[src/gcm_params_pkg.sv]
// ===================================================================
// Widths and constants of the GHASH tag datapath.
// ===================================================================

package gcm_params_pkg;

    // ===================================================================
    // Block and length fields.
    // ===================================================================
    localparam int NB_BLOCK       = 128;     // One GCM block.
    localparam int NB_LENGTH      = 64;      // Each half of the length word.
    localparam int LOG2_NB_BLOCK  = 7;       // Bits to blocks shift.

    // Text block counter, up to 4095 blocks per frame.
    localparam int NB_BLOCK_COUNT = 12;

    // ===================================================================
    // GF(2^128) reduction.
    // ===================================================================
    // R = 11100001 || 0^120, bit 127 of the vector is x^0.
    localparam logic [NB_BLOCK-1:0] GF_REDUCTION = {
        8'hE1,
        {(NB_BLOCK - 8){1'b0}}
    };

endpackage

[src/gcm_types_pkg.sv]
// ===================================================================
// Block type, sequencer states and block kinds.
// ===================================================================

package gcm_types_pkg;

    // All blocks, hash values and tags.
    typedef logic [gcm_params_pkg::NB_BLOCK-1:0] block_t;

    // Sequencer FSM states.
    typedef enum logic [1:0] {
        ST_IDLE   = 2'd0,                   // Waiting for start of frame.
        ST_TEXT   = 2'd1,                   // Taking text blocks.
        ST_LENGTH = 2'd2                    // Emitting the length word.
    } seq_state_e;

    // Kind of block carried on the block strobe.
    typedef enum logic [1:0] {
        BLK_AAD    = 2'd0,                  // Restarts the hash.
        BLK_TEXT   = 2'd1,
        BLK_LENGTH = 2'd2                   // Last block of a frame.
    } block_kind_e;

endpackage

[src/ghash_block_if.sv]
// ===================================================================
// Block strobe bus from the sequencer to the GHASH accumulator.
// ===================================================================
`timescale 1ns/100ps

interface ghash_block_if;

    logic                        strobe;       // One cycle, block valid.
    gcm_types_pkg::block_kind_e  kind;         // AAD, text or length.
    gcm_types_pkg::block_t       block;        // Block to absorb.
    gcm_types_pkg::block_t       hash_subkey;  // H, locked per frame.

    // Sequencer side.
    modport source (
        output strobe, kind, block, hash_subkey
    );

    // Accumulator side, absorbs every strobe.
    modport sink (
        input strobe, kind, block, hash_subkey
    );

    // Tag output only follows frame boundaries.
    modport monitor (
        input strobe, kind
    );

endinterface

[src/gcm_tag_output.sv]
// ===================================================================
// Tag output: E(K, J0) lock, tag register and tag strobe.
// ===================================================================
`timescale 1ns/100ps

module gcm_tag_output (
    input  logic                   i_clock,
    input  logic                   i_reset,
    input  gcm_types_pkg::block_t  i_enc_j0,    // E(K, J0) of the frame.
    input  gcm_types_pkg::block_t  i_hash,      // Final GHASH value.
    input  logic                   i_done,
    ghash_block_if.monitor         blk,
    output gcm_types_pkg::block_t  o_tag,
    output logic                   o_tag_valid
);

    gcm_types_pkg::block_t  enc_j0_q;

    // Captured as the frame's AAD block goes through.
    always_ff @(posedge i_clock)
    begin : l_lock_j0
        if (blk.strobe && (blk.kind == gcm_types_pkg::BLK_AAD))
            enc_j0_q <= i_enc_j0;
    end

    // T = E(K, J0) xor GHASH, held until the next frame's tag.
    always_ff @(posedge i_clock)
    begin : l_tag
        if (i_reset)
        begin
            o_tag       <= '0;
            o_tag_valid <= 1'b0;
        end
        else
        begin
            o_tag_valid <= i_done;                      // Single-cycle strobe.
            if (i_done)
                o_tag <= i_hash ^ enc_j0_q;
        end
    end

endmodule

[src/flat_wrapper.sv]
// flat-port wrapper written by rule: the top's interface ports become plain ports
module gcm_tag_output_flat 
  (i_clock, i_reset, i_enc_j0, i_hash, i_done, o_tag, o_tag_valid, blk_strobe, blk_kind);
  ghash_block_if blk_i ();
  input  logic i_clock;
  input  logic i_reset;
  input  gcm_types_pkg::block_t i_enc_j0;
  input  gcm_types_pkg::block_t i_hash;
  input  logic i_done;
  output gcm_types_pkg::block_t o_tag;
  output logic o_tag_valid;
  input wire logic [$bits(blk_i.strobe)-1:0] blk_strobe;
  input wire logic [$bits(blk_i.kind)-1:0] blk_kind;
  assign blk_i.strobe = blk_strobe;
  assign blk_i.kind = blk_kind;
  gcm_tag_output u_core (.i_clock(i_clock), .i_reset(i_reset), .i_enc_j0(i_enc_j0), .i_hash(i_hash), .i_done(i_done), .blk(blk_i), .o_tag(o_tag), .o_tag_valid(o_tag_valid));
endmodule
[config.mk]
export PLATFORM = sky130hd
export DESIGN_NAME = gcm_tag_output_flat
export DESIGN_NICKNAME = d
export VERILOG_FILES = /design/src/gcm_params_pkg.sv /design/src/gcm_types_pkg.sv /design/src/ghash_block_if.sv /design/src/gcm_tag_output.sv /design/src/flat_wrapper.sv
export SDC_FILE = /design/constraint.sdc
export NUM_CORES = 1
export LEC_CHECK = 0
export BUFFER_PORTS_ARGS = -buffer_cell sky130_fd_sc_hd__buf_2
export CORE_MARGIN = 2
export CORE_UTILIZATION = 35
export DETAILED_ROUTE_END_ITERATION = 10
export GPL_TIMING_DRIVEN = 0
export HOLD_SLACK_MARGIN = 0.03
export PLACE_DENSITY_LB_ADDON = 0.15
export SYNTH_ARGS = -nofsm -noshare
export SYNTH_HDL_FRONTEND = slang
export SYNTH_SLANG_ARGS = --single-unit
[constraint.sdc]
create_clock -name i_clock -period 13.1 [get_ports i_clock]
set_input_delay 1.965 -clock i_clock [delete_from_list [all_inputs] [get_ports i_clock]]
set_output_delay 1.965 -clock i_clock [all_outputs]
set_load 0.1 [all_outputs]
== Yosys cells after proc, flatten, opt, wreduce, memory -nomap -nowiden ==
Index checks and enable logic that the tools add are counted.
W data, S select, Z words.
Word-level totals
  flip-flop bits (word level): 257
  logic and storage cells: 6
  latch bits: 0
  bits in writable memories: 0
  output and inout port bits: 129
  memories: 0
  ROM bits: 0
Cells by class
  mux-type cells: 0
  div/mod/pow operators: 0
  equality and inequality tests: 0
  $mul: 0
  $lt $le $gt $ge: 0
  bitwise operators: 1
  reductions and logical operators: 2
  shift-type cells: 0
  $add $sub $neg: 0
Operators by type and width (count)
  $xor A128 B128 Y128: 1
  $logic_not A2 Y1: 1
  $logic_and A1 B1 Y1: 1

== Depth between registers and ports, before layout ==
  depth in word-level cells: 2
  mapped depth: 5

== Least setup slack after synthesis ==
Ideal clock, no wire load.
  kind: in2reg
  start point: in blk_kind[1]
  end point: reg u_core.enc_j0_q[0] (enable)
  data required time: 12299 ps
  data arrival time: 11266 ps
  stages: 1
  slack: 1034 ps
  path through: nor3b_1
Between the ends
  word-level cells in the longest chain between the ends: 2
RTL lines
  start: declaration: line flat_wrapper.sv:13  | input wire logic [$bits(blk_i.kind)-1:0] blk_kind;
  $logic_not A2 Y1: line gcm_tag_output.sv:22  | if (blk.strobe && (blk.kind == gcm_types_pkg::BLK_AAD))
  $logic_and A1 B1 Y1: line gcm_tag_output.sv:22
  end signal: assignment: line gcm_tag_output.sv:23  | enc_j0_q <= i_enc_j0;
  end: declaration: line gcm_tag_output.sv:17  | gcm_types_pkg::block_t enc_j0_q;
No other way between the ends.
A chain may end at the register's enable or synchronous reset.

== Worst setup path after layout ==
  start point: in blk_kind[1]
  end point: reg u_core.enc_j0_q[101] (enable)
Same word-level chain as after synthesis.

==> results.tsv <==
stage	metric	value	unit
run_status	status	finished, final reports clean	
finish	stdcell_count	1527	
sta	setup_viol	0	
synthesis	syn_inst	686	
routing	ant_nets	0	
sta	clock_skew	0.0146	ns
finish	drive_gt1_frac	0.514	
synthesis	synth_area_leaders	edfxtp_1, dfxtp_1, a211oi_2	
routing	drcViolationCount	0	
critical_path	crit_slowest_cell	nor3b_2	
clock_network	cts_num_sinks	257	
finish	seq_area	0.00643	sq mm
sta	fin_crit_sh	0.261	
power_and_ir_drop	peakVddDrop	0.0000966	V
clock_network	clock_path_buffers	3	
placement	placed_cells	1464	
critical_path	cp_max_fo	12	
power_and_ir_drop	total_power	2.12	mW
floorplanning	die_area	0.0294	sq mm
routing	wl	26100	microns
finish	area_growth	35.6	%
synthesis	synth_top_cell_by_area	edfxtp_1	
floorplanning	die_height	171	microns
clock_network	clock_latency	0.54	ns
clock_network	cts_setup_buffers	0	
critical_path	critPathRequiredTime	13.35	ns
hold_path	whs_path_depth	2	
finish	multi_input_area	0.00308	sq mm
critical_path	r2r_start	u_core.enc_j0_q[46]	
clock_network	cts_made_buffers	29	
placement	portBuffers	388	
grt	grt.total_usage	0.169	
sta	worstMarginPinSlew	1.02	ns
synthesis	synth_cell_types	13	
routing	dr.pass1.iters	6	
hold_path	hold_end	u_core.o_tag[3]	
synthesis	ys_warn_count	0	
critical_path	path_class	in -> reg	
power_and_ir_drop	p_leak	5.35	nW
finish	fin_area	0.0133	sq mm
synthesis	syn-mean-instance-area	14.3	sq um
synthesis	synth_fp_nets	948	
clock_network	cts.clk_slew.worst_paths	0.06	ns
sta	setup_tns	0	ns
critical_path	start_kind	primary input	
routing	wire_per_inst	17.1	microns
sta	rsz0062_at_grt	false	
critical_path	cp_cell_sequence	buf_2 > nor3b_2 > buf_8 > buf_8 > buf_6 > buf_6	
sta	period_minus_slack	3.42	ns
critical_path	reg2reg_to	u_core.o_tag[46]	
power_and_ir_drop	p_per_area	160	mW/mm^2
sta	timing_hold_violations_final	0	
clock_network	cts_resized	0	
routing	drt-initial-drc-count	275	
sta	max_freq	293	MHz
critical_path	critical_path_arrival	3.67	ns
grt	grt_overflow	0	
finish	final_util	0.480	
floorplanning	die_x	171	microns
clock_network	clock-root-buffer	clkbuf_16	
grt	grt_max_degree	15	
floorplanning	core_area	0.0277	sq mm
sta	drv_slew	0	
clock_network	h-tree-depth	1	
routing	vias	6759	
placement	dpl.hpwl	19400	microns
hold_path	worstHoldStart	u_core.o_tag[3]	
synthesis	synth_area	0.00980	sq mm
sta	whs	0.482	ns
synthesis	ys_seq_area_frac	0.655	
placement	pre_cts_slack	9.12	ns
finish	final_nets	1379	
clock_network	ctsHoldBuffers	0	
floorplanning	top_level_ports	391	
floorplanning	start_util	0.354	
sta	fin_ws	9.68	ns
critical_path	worstRegToRegCells	2	
grt	antenna_found_initial	8	
critical_path	end_kind	register	
finish	fillerInstances	2561	
synthesis	synth-seq-cells	257	
placement	place_congestion	0.753	
routing	viasPerCell	4.43	
clock_network	cts_tree	done	
hold_path	holdCritPathClass	reg -> reg	
grt	grt_pass1_vias	6825	
flow_run	cap_violations	0	
critical_path	ff2ff_setup_slack	12.23	ns
critical_path	cp_top_family	buffers and inverters	
sta	max_slew_margin	0.315	
critical_path	cp_num_buf_inv	5	
critical_path	slowest_delay	0.83	ns
grt	grt_pass1_wl	38100	microns
floorplanning	row_count	61	
synthesis	synth_top_area_frac	0.392	
placement	dpl_cell_area	0.0124	sq mm
## kinds of logic (layout without fill, tap and decap cells)
logic type,Yosys count,after routing,share of synthesized area
flops,257,257,0.655
simple gates,130,130,0.0504
compound gates,128,128,0.149
xor+xnor,128,128,0.114
buf+inv,43,497,0.0308
other cells,0,9,0
## synth_stat cells
cell type and n:
a211oi_2 100, buf_6 11, dfxtp_1 129, buf_2 25, a211oi_1 28, clkbuf_1 2
buf_4 4, xnor2_1 128, buf_8 1, nor3b_1 1, edfxtp_1 128, nor2_1 128
nor2b_1 1
## report_power, final
part	switching, mW	total [mW]	internal [mW]
clock	0.322	0.769	0.447
sequential	0.0231	0.920	0.897
combinational	0.325	0.433	0.107
total	0.671	2.12	1.45
## cell usage in the layout, fill, tap and decap left out, types with 8 or more instances in the layout
cell,count
a211oi_2,100
clkbuf_1,9
xnor2_1,128
nor2_1,128
buf_2,413
buf_6,20
edfxtp_1,128
a211oi_1,28
diode_2,9
clkinv_2,8
clkbuf_16,31
dfxtp_1,129
## registers in the layout, summed over array words and instances, names as in the netlist
register / cells
u_core.enc_j0_q: 128
u_core.o_tag: 128
u_core.o_tag_valid: 1
## worst register-to-register path, cell delays in order (launching register included)
cell and delay, ns:
edfxtp_1 0.38, xnor2_1 0.26, a211oi_2 0.10
## per-layer routing
| metal | GRT usage | up-vias | part of all wire |
|---|---|---|---|
| met3 | 0.0582 | 45 | 0.097 |
| li1 | - | 3322 | - |
| met1 | 0.200 | 3126 | 0.39 |
| met4 | 0.0564 | 4 | 0.024 |
| met5 | 0 | - | 0.0010 |
| met2 | 0.288 | 262 | 0.49 |
## worst max path at each step
stage	from	end	slack, ns	cells after the start
2_1_floorplan	blk_kind[1]	u_core.enc_j0_q[0]	1.03	1
3_3_place_gp	blk_kind[0]	u_core.enc_j0_q[101]	-4.86	2
3_5_place_dp	blk_kind[1]	u_core.enc_j0_q[97]	9.12	6
5_1_grt	blk_kind[1]	u_core.enc_j0_q[97]	9.60	6
4_1_cts	blk_kind[1]	u_core.enc_j0_q[97]	9.68	6
6_report	blk_kind[1]	u_core.enc_j0_q[101]	9.68	6
## layout make-up
cell class | count | share of cell area
buffer | 43 | 0.0227
clock inverter | 13 | 0.00508
antenna | 9 | 0.00169
sequential | 257 | 0.483
clock buffer | 41 | 0.0634
tap | 378 | 0.0356
multi-input combinational | 386 | 0.232
timing repair buffer | 400 | 0.156
No activity file was read; power rests on OpenSTA's default activity.
