## src/gcm_params_pkg.sv

```systemverilog
// ===================================================================
// Widths and constants of the GHASH tag datapath.
// ===================================================================

package gcm_params_pkg;

    // ===================================================================
    // Block and length fields.
    // ===================================================================
    localparam int NB_BLOCK       = 128;     // One GCM block.
    localparam int NB_LENGTH      = 64;      // Each half of the length word.
    localparam int LOG2_NB_BLOCK  = 7;       // Bits to blocks shift.

    // Text block counter, up to 4095 blocks per frame.
    localparam int NB_BLOCK_COUNT = 12;

    // ===================================================================
    // GF(2^128) reduction.
    // ===================================================================
    // R = 11100001 || 0^120, bit 127 of the vector is x^0.
    localparam logic [NB_BLOCK-1:0] GF_REDUCTION = {
        8'hE1,
        {(NB_BLOCK - 8){1'b0}}
    };

endpackage

```

## src/gcm_types_pkg.sv

```systemverilog
// ===================================================================
// Block type, sequencer states and block kinds.
// ===================================================================

package gcm_types_pkg;

    // All blocks, hash values and tags.
    typedef logic [gcm_params_pkg::NB_BLOCK-1:0] block_t;

    // Sequencer FSM states.
    typedef enum logic [1:0] {
        ST_IDLE   = 2'd0,                   // Waiting for start of frame.
        ST_TEXT   = 2'd1,                   // Taking text blocks.
        ST_LENGTH = 2'd2                    // Emitting the length word.
    } seq_state_e;

    // Kind of block carried on the block strobe.
    typedef enum logic [1:0] {
        BLK_AAD    = 2'd0,                  // Restarts the hash.
        BLK_TEXT   = 2'd1,
        BLK_LENGTH = 2'd2                   // Last block of a frame.
    } block_kind_e;

endpackage

```

## src/ghash_block_if.sv

```systemverilog
// ===================================================================
// Block strobe bus from the sequencer to the GHASH accumulator.
// ===================================================================
`timescale 1ns/100ps

interface ghash_block_if;

    logic                        strobe;       // One cycle, block valid.
    gcm_types_pkg::block_kind_e  kind;         // AAD, text or length.
    gcm_types_pkg::block_t       block;        // Block to absorb.
    gcm_types_pkg::block_t       hash_subkey;  // H, locked per frame.

    // Sequencer side.
    modport source (
        output strobe, kind, block, hash_subkey
    );

    // Accumulator side, absorbs every strobe.
    modport sink (
        input strobe, kind, block, hash_subkey
    );

    // Tag output only follows frame boundaries.
    modport monitor (
        input strobe, kind
    );

endinterface

```

## src/ghash_sequencer.sv

```systemverilog
// ===================================================================
// GHASH input sequencer: frame locking, text block count, AAD, text
// and length block strobes, sticky busy fault.
// ===================================================================
`timescale 1ns/100ps

module ghash_sequencer (
    input  logic                                  i_clock,
    input  logic                                  i_reset,
    input  logic                                  i_sop,           // Start of frame.
    input  logic                                  i_valid_text,    // Text block strobe.
    input  gcm_types_pkg::block_t                 i_text_block,
    input  gcm_types_pkg::block_t                 i_aad,
    input  gcm_types_pkg::block_t                 i_hash_subkey,
    input  logic [gcm_params_pkg::NB_LENGTH-1:0]  i_length_aad,    // In bits.
    input  logic [gcm_params_pkg::NB_LENGTH-1:0]  i_length_text,   // In bits.
    input  logic                                  i_clear_fault,
    output logic                                  o_fault_sop_busy,
    ghash_block_if.source                         blk
);

    gcm_types_pkg::seq_state_e                    state;
    logic [gcm_params_pkg::NB_BLOCK_COUNT-1:0]    remaining;       // Text blocks still due.
    logic [gcm_params_pkg::NB_BLOCK_COUNT-1:0]    remaining_next;
    logic [gcm_params_pkg::NB_BLOCK_COUNT-1:0]    text_count;
    logic [gcm_params_pkg::NB_LENGTH-1:0]         length_aad_q;
    logic [gcm_params_pkg::NB_LENGTH-1:0]         length_text_q;
    gcm_types_pkg::block_t                        hash_subkey_q;
    logic                                         sop_accept;
    logic                                         text_accept;
    logic                                         emit_strobe;     // First stage of the strobe.
    gcm_types_pkg::block_kind_e                   emit_kind;
    gcm_types_pkg::block_t                        emit_block;

    // Whole text blocks in the frame, partial blocks are not supported.
    assign text_count = i_length_text[gcm_params_pkg::LOG2_NB_BLOCK +: gcm_params_pkg::NB_BLOCK_COUNT];
    assign remaining_next = remaining - 1'b1;
    assign sop_accept  = i_sop && (state == gcm_types_pkg::ST_IDLE);
    assign text_accept = i_valid_text && (state == gcm_types_pkg::ST_TEXT);

    // ===================================================================
    // Frame FSM.
    // ===================================================================
    always_ff @(posedge i_clock)
    begin : l_fsm
        if (i_reset)
        begin
            state     <= gcm_types_pkg::ST_IDLE;
            remaining <= '0;
        end
        else
        begin
            case (state)
                gcm_types_pkg::ST_IDLE:
                    if (i_sop)
                    begin
                        remaining <= text_count;
                        if (text_count == '0)
                            state <= gcm_types_pkg::ST_LENGTH;   // Empty text.
                        else
                            state <= gcm_types_pkg::ST_TEXT;
                    end
                gcm_types_pkg::ST_TEXT:
                    if (i_valid_text)
                    begin
                        remaining <= remaining_next;
                        if (remaining_next == '0)
                            state <= gcm_types_pkg::ST_LENGTH;   // Last text block taken.
                    end
                default:
                    state <= gcm_types_pkg::ST_IDLE;             // Length goes out once.
            endcase
        end
    end

    // Frame-static inputs, held until the next accepted start.
    always_ff @(posedge i_clock)
    begin : l_lock_frame
        if (sop_accept)
        begin
            length_aad_q  <= i_length_aad;
            length_text_q <= i_length_text;
            hash_subkey_q <= i_hash_subkey;
        end
    end

    // ===================================================================
    // Block emission, two register stages.
    // ===================================================================
    always_ff @(posedge i_clock)
    begin : l_emit_strobe
        if (i_reset)
        begin
            emit_strobe <= 1'b0;
            blk.strobe  <= 1'b0;
        end
        else
        begin
            emit_strobe <= sop_accept || text_accept || (state == gcm_types_pkg::ST_LENGTH);
            blk.strobe  <= emit_strobe;
        end
    end

    always_ff @(posedge i_clock)
    begin : l_emit_block
        if (sop_accept)
        begin
            emit_kind  <= gcm_types_pkg::BLK_AAD;
            emit_block <= i_aad;                       // Single AAD block.
        end
        else if (text_accept)
        begin
            emit_kind  <= gcm_types_pkg::BLK_TEXT;
            emit_block <= i_text_block;
        end
        else if (state == gcm_types_pkg::ST_LENGTH)
        begin
            emit_kind  <= gcm_types_pkg::BLK_LENGTH;
            emit_block <= {length_aad_q, length_text_q};   // len(A) || len(C).
        end
        blk.kind  <= emit_kind;
        blk.block <= emit_block;
    end

    assign blk.hash_subkey = hash_subkey_q;

    // Sticky fault, a start while a frame is still running.
    always_ff @(posedge i_clock)
    begin : l_fault
        if (i_reset)
            o_fault_sop_busy <= 1'b0;
        else if (i_sop && (state != gcm_types_pkg::ST_IDLE))
            o_fault_sop_busy <= 1'b1;
        else if (i_clear_fault)
            o_fault_sop_busy <= 1'b0;
    end

endmodule

```

## src/flat_wrapper.sv

```systemverilog
// flat-port wrapper written by rule: the top's interface ports become plain ports
module ghash_sequencer_flat 
  (i_clock, i_reset, i_sop, i_valid_text, i_text_block, i_aad, i_hash_subkey, i_length_aad, i_length_text, i_clear_fault, o_fault_sop_busy, blk_strobe, blk_kind, blk_block, blk_hash_subkey);
  ghash_block_if blk_i ();
  input  logic i_clock;
  input  logic i_reset;
  input  logic i_sop;
  input  logic i_valid_text;
  input  gcm_types_pkg::block_t i_text_block;
  input  gcm_types_pkg::block_t i_aad;
  input  gcm_types_pkg::block_t i_hash_subkey;
  input  logic [gcm_params_pkg::NB_LENGTH-1:0] i_length_aad;
  input  logic [gcm_params_pkg::NB_LENGTH-1:0] i_length_text;
  input  logic i_clear_fault;
  output logic o_fault_sop_busy;
  output wire logic [$bits(blk_i.strobe)-1:0] blk_strobe;
  output wire logic [$bits(blk_i.kind)-1:0] blk_kind;
  output wire logic [$bits(blk_i.block)-1:0] blk_block;
  output wire logic [$bits(blk_i.hash_subkey)-1:0] blk_hash_subkey;
  assign blk_strobe = blk_i.strobe;
  assign blk_kind = blk_i.kind;
  assign blk_block = blk_i.block;
  assign blk_hash_subkey = blk_i.hash_subkey;
  ghash_sequencer u_core (.i_clock(i_clock), .i_reset(i_reset), .i_sop(i_sop), .i_valid_text(i_valid_text), .i_text_block(i_text_block), .i_aad(i_aad), .i_hash_subkey(i_hash_subkey), .i_length_aad(i_length_aad), .i_length_text(i_length_text), .i_clear_fault(i_clear_fault), .o_fault_sop_busy(o_fault_sop_busy), .blk(blk_i));
endmodule
```

## config.mk

```make
export PLATFORM = sky130hd
export DESIGN_NAME = ghash_sequencer_flat
export DESIGN_NICKNAME = d
export VERILOG_FILES = /design/src/gcm_params_pkg.sv /design/src/gcm_types_pkg.sv /design/src/ghash_block_if.sv /design/src/ghash_sequencer.sv /design/src/flat_wrapper.sv
export SDC_FILE = /design/constraint.sdc
export NUM_CORES = 1
export LEC_CHECK = 0
export BUFFER_PORTS_ARGS = -buffer_cell sky130_fd_sc_hd__buf_2
export CELL_PAD_IN_SITES_DETAIL_PLACEMENT = 1
export CELL_PAD_IN_SITES_GLOBAL_PLACEMENT = 1
export CORE_AREA = 2 2 303 305
export CTS_CLUSTER_DIAMETER = 100
export DETAILED_ROUTE_END_ITERATION = 10
export DIE_AREA = 0 0 305 307
export GPL_ROUTABILITY_DRIVEN = 1
export PLACE_DENSITY_LB_ADDON = 0.1
export SLEW_MARGIN = 20
export SYNTH_ARGS = -nofsm -noshare
export SYNTH_HDL_FRONTEND = slang
export SYNTH_SLANG_ARGS = --single-unit
export TNS_END_PERCENT = 100
```

## constraint.sdc

```tcl
create_clock -name i_clock -period 12.8 [get_ports i_clock]
set_clock_uncertainty 0.15 [all_clocks]
set_input_delay 3.84 -clock i_clock [delete_from_list [all_inputs] [get_ports i_clock]]
set_output_delay 3.84 -clock i_clock [all_outputs]
set_load 0.05 [all_outputs]
```

-- Word level (Yosys, flattened, before mapping)
Index checks and enable logic that the tools add are counted.
- flip-flop bits (word level): 533
- bits in latches: 0
- RAM bits: 0
- bits in read-only memories: 0
- input port bits: 517
- output and inout port bits: 260
- logic and storage cells: 50
- memories kept: 0
- $add $sub $neg: 1
- multipliers: 0
- div/mod/pow operators: 0
- $lt $le $gt $ge: 0
- eq/ne operators: 5
- shift operators: 0
- mux-type cells: 15
- bitwise operators: 0
- reductions and logical operators: 16
- operators with widths (kind ; number):
    2-to-1 mux 128 bit ; 3
    zero test 12 bit ; 2
    2-to-1 mux 12 bit ; 2
    case mux 12 bit (2 select lines) ; 1
    subtractor 12 x 1 -> 12 bit, second input constant ; 1
    2-to-1 mux 2 bit ; 4
    nonzero test 2 bit ; 4
    != test 2 bit, second input constant ; 3
    AND reduction 3 bit ; 2
    2-to-1 mux 1 bit ; 4
    case mux 2 bit (2 select lines) ; 1
    logical AND 1 bit ; 3
    nonzero test 3 bit ; 1
    equality test 2 x 1 -> 1 bit, second input constant ; 1
    equality test 2 bit, second input constant ; 1
    zero test 2 bit ; 1
    logical OR 1 bit ; 2
    OR reduction 2 bit ; 1

-- Depth between registers and ports, before layout
- depth in word-level cells: 5
- gate-level depth with buffers: 8
- mapped depth without buffers: 7

-- Worst setup path before layout
Ideal clock, no wire load.
- path type: input to register
- start: input port i_sop
- end: register u_core.hash_subkey_q[0], in the netlist u_core.blk.hash_subkey[0], enable pin
- setup time: 0.720 ns
- arrival: 11.586 ns
- setup slack: 0.344 ns
- cell stages on the path: 4
- path buffers: 3
- path through: nor3b_2 buf_2 buf_2 buf_1
- cells in the longest elaborated chain, start to end: 1
- RTL lines (item ; RTL line ; RTL):
    start, declared ; flat_wrapper.sv:7 ; input logic i_sop;
    logical AND 1 bit ; ghash_sequencer.sv:38 ; assign sop_accept = i_sop && (state == gcm_types_pkg::ST_IDLE);
    net u_core.sop_accept ; ghash_sequencer.sv:29 ; logic sop_accept;
    end signal, assigned ; ghash_sequencer.sv:83 ; hash_subkey_q <= i_hash_subkey;
    end, declared ; ghash_sequencer.sv:28 ; gcm_types_pkg::block_t hash_subkey_q;
The timed path passes the listed nets, and every way through them passes these cells.
A chain may end at the register's enable or synchronous reset.

-- Worst setup path after layout
- start: input port i_sop
- end: register u_core.emit_block[94], data pin
- cells in the longest elaborated chain, start to end: 2
- RTL lines (item ; RTL line ; RTL):
    logical AND 1 bit ; ghash_sequencer.sv:38 ;
    2-to-1 mux 128 bit ; ghash_sequencer.sv:106 ; if (sop_accept)
    end signal, assigned ; ghash_sequencer.sv:109 ; emit_block <= i_aad;
    end signal, assigned ; ghash_sequencer.sv:114 ; emit_block <= i_text_block;
    end signal, assigned ; ghash_sequencer.sv:119 ; emit_block <= {length_aad_q, length_text_q};
    end, declared ; ghash_sequencer.sv:33 ; gcm_types_pkg::block_t emit_block;
No other way between the ends.

==> reports/qor.csv <==
stage,metric,value,unit
clock_network,worst skew pair latency,600,ps
placed_design,Final HPWL DP,47.5,mm
global_route,met3 GRT Util,4.89,%
clock_network,CTS HTree Levels,3,
sta,Final setup viols,0,
floorplanning,initial core utilization,19.8,%
setup_path,"Max stage delay cell, worst path",buf_4,
yosys,Synth Register Bits,533,
setup_path,type of origin of the critical path,primary input,
global_route,GRT Residual Overflow,0,
clock_network,post-CTS sizing,0,
sta,FMAX,0.167,GHz
yosys,Avg Inst Size Synth,16.3,µm²
clock_network,cts bufs inserted,68,
sta,Fin Hold WS,182,ps
sta,crit share post-route,46.7,%
yosys,post-synth design cell area,0.0180,mm²
global_route,M1 GR Usage,13.8,%
hold_path,hold path depth,0,
setup_path,Top delay family on crit path,buffers and inverters,
sta,final hold violations,0,
global_route,grt peak-use layer,met2,
clock_network,CTS Hold Bufs,0,
setup_path,Worst EP arrival,6130,ps
final_layout,"Area growth, synth to finish",41.0,%
clock_network,clk sinks,533,
pwr,Psw,0.00133,W
setup_path,R2R setup slack,9560,ps
setup_path,CP Class,primary input to flip-flop,
drt,WL final,64.4,mm
global_route,vias in the first global route,13600,
floorplanning,Die X-Extent,305,µm
setup_path,RR Endpoint,u_core.emit_block[113]$_DFFE_PP_,
drt,routed vias/inst,3.84,
yosys,top area cells in the synthesized netlist,"edfxtp_1, dfxtp_1, mux2i_1",
setup_path,slowest cell delay on critical path,780,ps
clock_network,post-CTS setup buffers,0,
sta,worst slew pin tran,1070,ps
floorplanning,Core ar.,0.0907,mm²
yosys,Synthesis Warnings,0,
yosys,Async SR Flop Fraction,0,%
placed_design,I/O Buffers,776,
pwr,Power Dens Cells,184,mW/mm²
setup_path,critical path depth,5,
clock_network,"CTS clk-pin slew, worst paths",60,ps
floorplanning,I/O pins,777,
sta,Slew Limit Fails,0,
floorplanning,Die ar.,0.0936,mm²
sta,Rel. slew slack,28.8,%
pwr,static leakage,10.9,nW
drt,vias,12100,
yosys,Cells after Synth,1106,
setup_path,"Critical Path, Cell by Cell",buf_2 -> nor3b_4 -> buf_12 -> buf_4 -> o21ai_0,
drt,remaining antenna violation count after routing,0,
global_route,met2 usage,24.6,%
final_layout,most frequent cells in the layout,"buf_2, edfxtp_1, dfxtp_1, o21ai_0, nand2_1",
setup_path,launch point of the worst reg-to-reg path,u_core.state[1]$_SDFFE_PP0P_,
global_route,pin count of the biggest net entering global routing,208,
pwr,peak supply drop,0.0000815,V
status,status,"complete, no violations",
clock_network,Root Driver,clkbuf_16,
yosys,count of different cell masters after synthesis,46,
setup_path,crit path buf inv count,3,
setup_path,critical path startpoint,i_sop,
setup_path,Setup crit end,u_core.emit_block[94]$_DFFE_PP_,
drt,DRC,0,
global_route,antenna violations before repair,22,
global_route,global-route wire length before repair,91.1,mm
pwr,Switching Share,28.5,%
job,Max-cap violations,0,
yosys,Post-synth EDFFs,384,
floorplanning,overall die height,307,µm
sta,unrepaired setup endpoints after global routing,false,
pwr,Logic pwr share,15.0,%
setup_path,R2R cell count,6,
drt,drt pass-1 iters,4,
final_layout,"most common cell after layout, fill and taps aside",buf_2,
final_layout,# nets final,2426,
sta,clock period minus worst slack,5980,ps
sta,setup TNS,0,ps
clock_network,CTS tree,yes,
setup_path,CP max FO,170,
drt,Avg WL per Cell,20.4,µm
setup_path,worst path required time,12950,ps
final_layout,layout cells sized above 1,45.3,%
clock_network,clock tree buffer depth,3,
yosys,top cell type's share of synthesized area,64.2,%
placed_design,GP Congestion,0.734,
hold_path,Min-Delay Path Class,flip-flop to flip-flop,
setup_path,crit end category,flip-flop,
yosys,top_reg_cell synth,edfxtp_1,
final_layout,Util after Layout,27.9,%
pwr,power share of the sequential group,45.5,%
pwr,clock share of power,39.5,%
yosys,Post-Syn Nets,1625,
yosys,Synth area leader,edfxtp_1,
floorplanning,site row count,111,
pwr,Pint,0.00333,W
drt,number of DRC markers in iteration 0,594,
yosys,register area share after synthesis,80.8,%
global_route,GRT Total Usage,13.3,%
-- worst min path at each step --
stage	slack, ps	end	from
6_report	180	u_core.blk.block[75]$_DFF_P_	u_core.emit_block[75]$_DFFE_PP_
5_1_grt	190	u_core.blk.block[44]$_DFF_P_	u_core.emit_block[44]$_DFFE_PP_
3_3_place_gp	170	u_core.blk.block[2]$_DFF_P_	u_core.emit_block[2]$_DFFE_PP_
4_1_cts	180	u_core.blk.block[75]$_DFF_P_	u_core.emit_block[75]$_DFFE_PP_
3_5_place_dp	180	u_core.blk.block[48]$_DFF_P_	u_core.emit_block[48]$_DFFE_PP_
2_1_floorplan	170	u_core.blk.block[0]$_DFF_P_	u_core.emit_block[0]$_DFFE_PP_
-- Yosys cell counts (2+ instances only) --
master and instances:
buf_1 6, dfxtp_1 149, nor2b_1 2, nand2_1 140, buf_2 15, nor4b_1 2, nand2b_1 8, nor3_1 9
nand3_1 3, mux2i_1 128, a21oi_1 18, ha_1 2, edfxtp_1 384, nor2_1 21, nor4_1 5, clkbuf_1 29
o21ai_0 144, and2_0 2, inv_1 4, a211oi_1 2, buf_6 5, a21o_1 3, a22o_1 2
-- power by group through the flow --
stage | combinational [W] | clock, W | sequential (W)
after floorplan | 0.000179 | 0 | 0.00245
after global placement | 0.000710 | 0 | 0.00215
after detailed placement | 0.000716 | 0 | 0.00215
after CTS | 0.000716 | 0.00193 | 0.00212
after global routing | 0.000747 | 0.00199 | 0.00214
final | 0.000697 | 0.00184 | 0.00212
-- metal layers --
layer | vias to the layer above | part of all wire [%]
li1 | 5708 | -
met3 | 108 | 7.9
met4 | 20 | 2.2
met1 | 5821 | 36
met5 | - | 0.20
met2 | 452 | 53
-- sequential cells by signal, indices dropped and copies added, names as in the netlist, 2 cells and up --
signal and flops:
u_core.blk.kind 2, u_core.length_text_q 64, u_core.length_aad_q 64, u_core.state 2, u_core.blk.block 128, u_core.blk.hash_subkey 128, u_core.emit_kind 2, u_core.remaining 12
u_core.emit_block 128
-- final cells by class --
type / count / area [µm²]
Clock inverter: 32 / 258
Fill cell: 9987 / 65300
Antenna cell: 7 / 17.5
Sequential cell: 533 / 14500
Multi-Input combinational cell: 514 / 3200
Timing Repair Buffer: 786 / 3980
Clock buffer: 94 / 1870
Inverter: 4 / 15.0
Tap cell: 1186 / 1480
-- stage by stage --
step / setup slack (ps) / instance area, µm² / total power (W) / instances
after global routing: 6650 / 25300 / 0.00487 / 3155
after CTS: 6870 / 25300 / 0.00476 / 3149
after floorplan: 344 / 18000 / 0.00263 / 1106
after global placement: 6250 / 23200 / 0.00286 / 3023
after detailed placement: 6200 / 23200 / 0.00287 / 3023
final: 6820 / 25300 / 0.00465 / 3156
-- kinds of logic (layout without fill, tap and decap cells) --
group	Yosys count	in the layout	share of synthesized area, %
DFF	533	533	80.8
and+or+nand+nor	202	202	4.92
AOI/OAI and AO/OA	181	181	5.42
muxes	128	128	7.13
buffers and inverters	59	916	1.55
adders and majority gates	2	2	0.139
xor gates and xnor gates	1	1	0.0905
other	0	7	0
No activity file was read; power rests on OpenSTA's default activity.
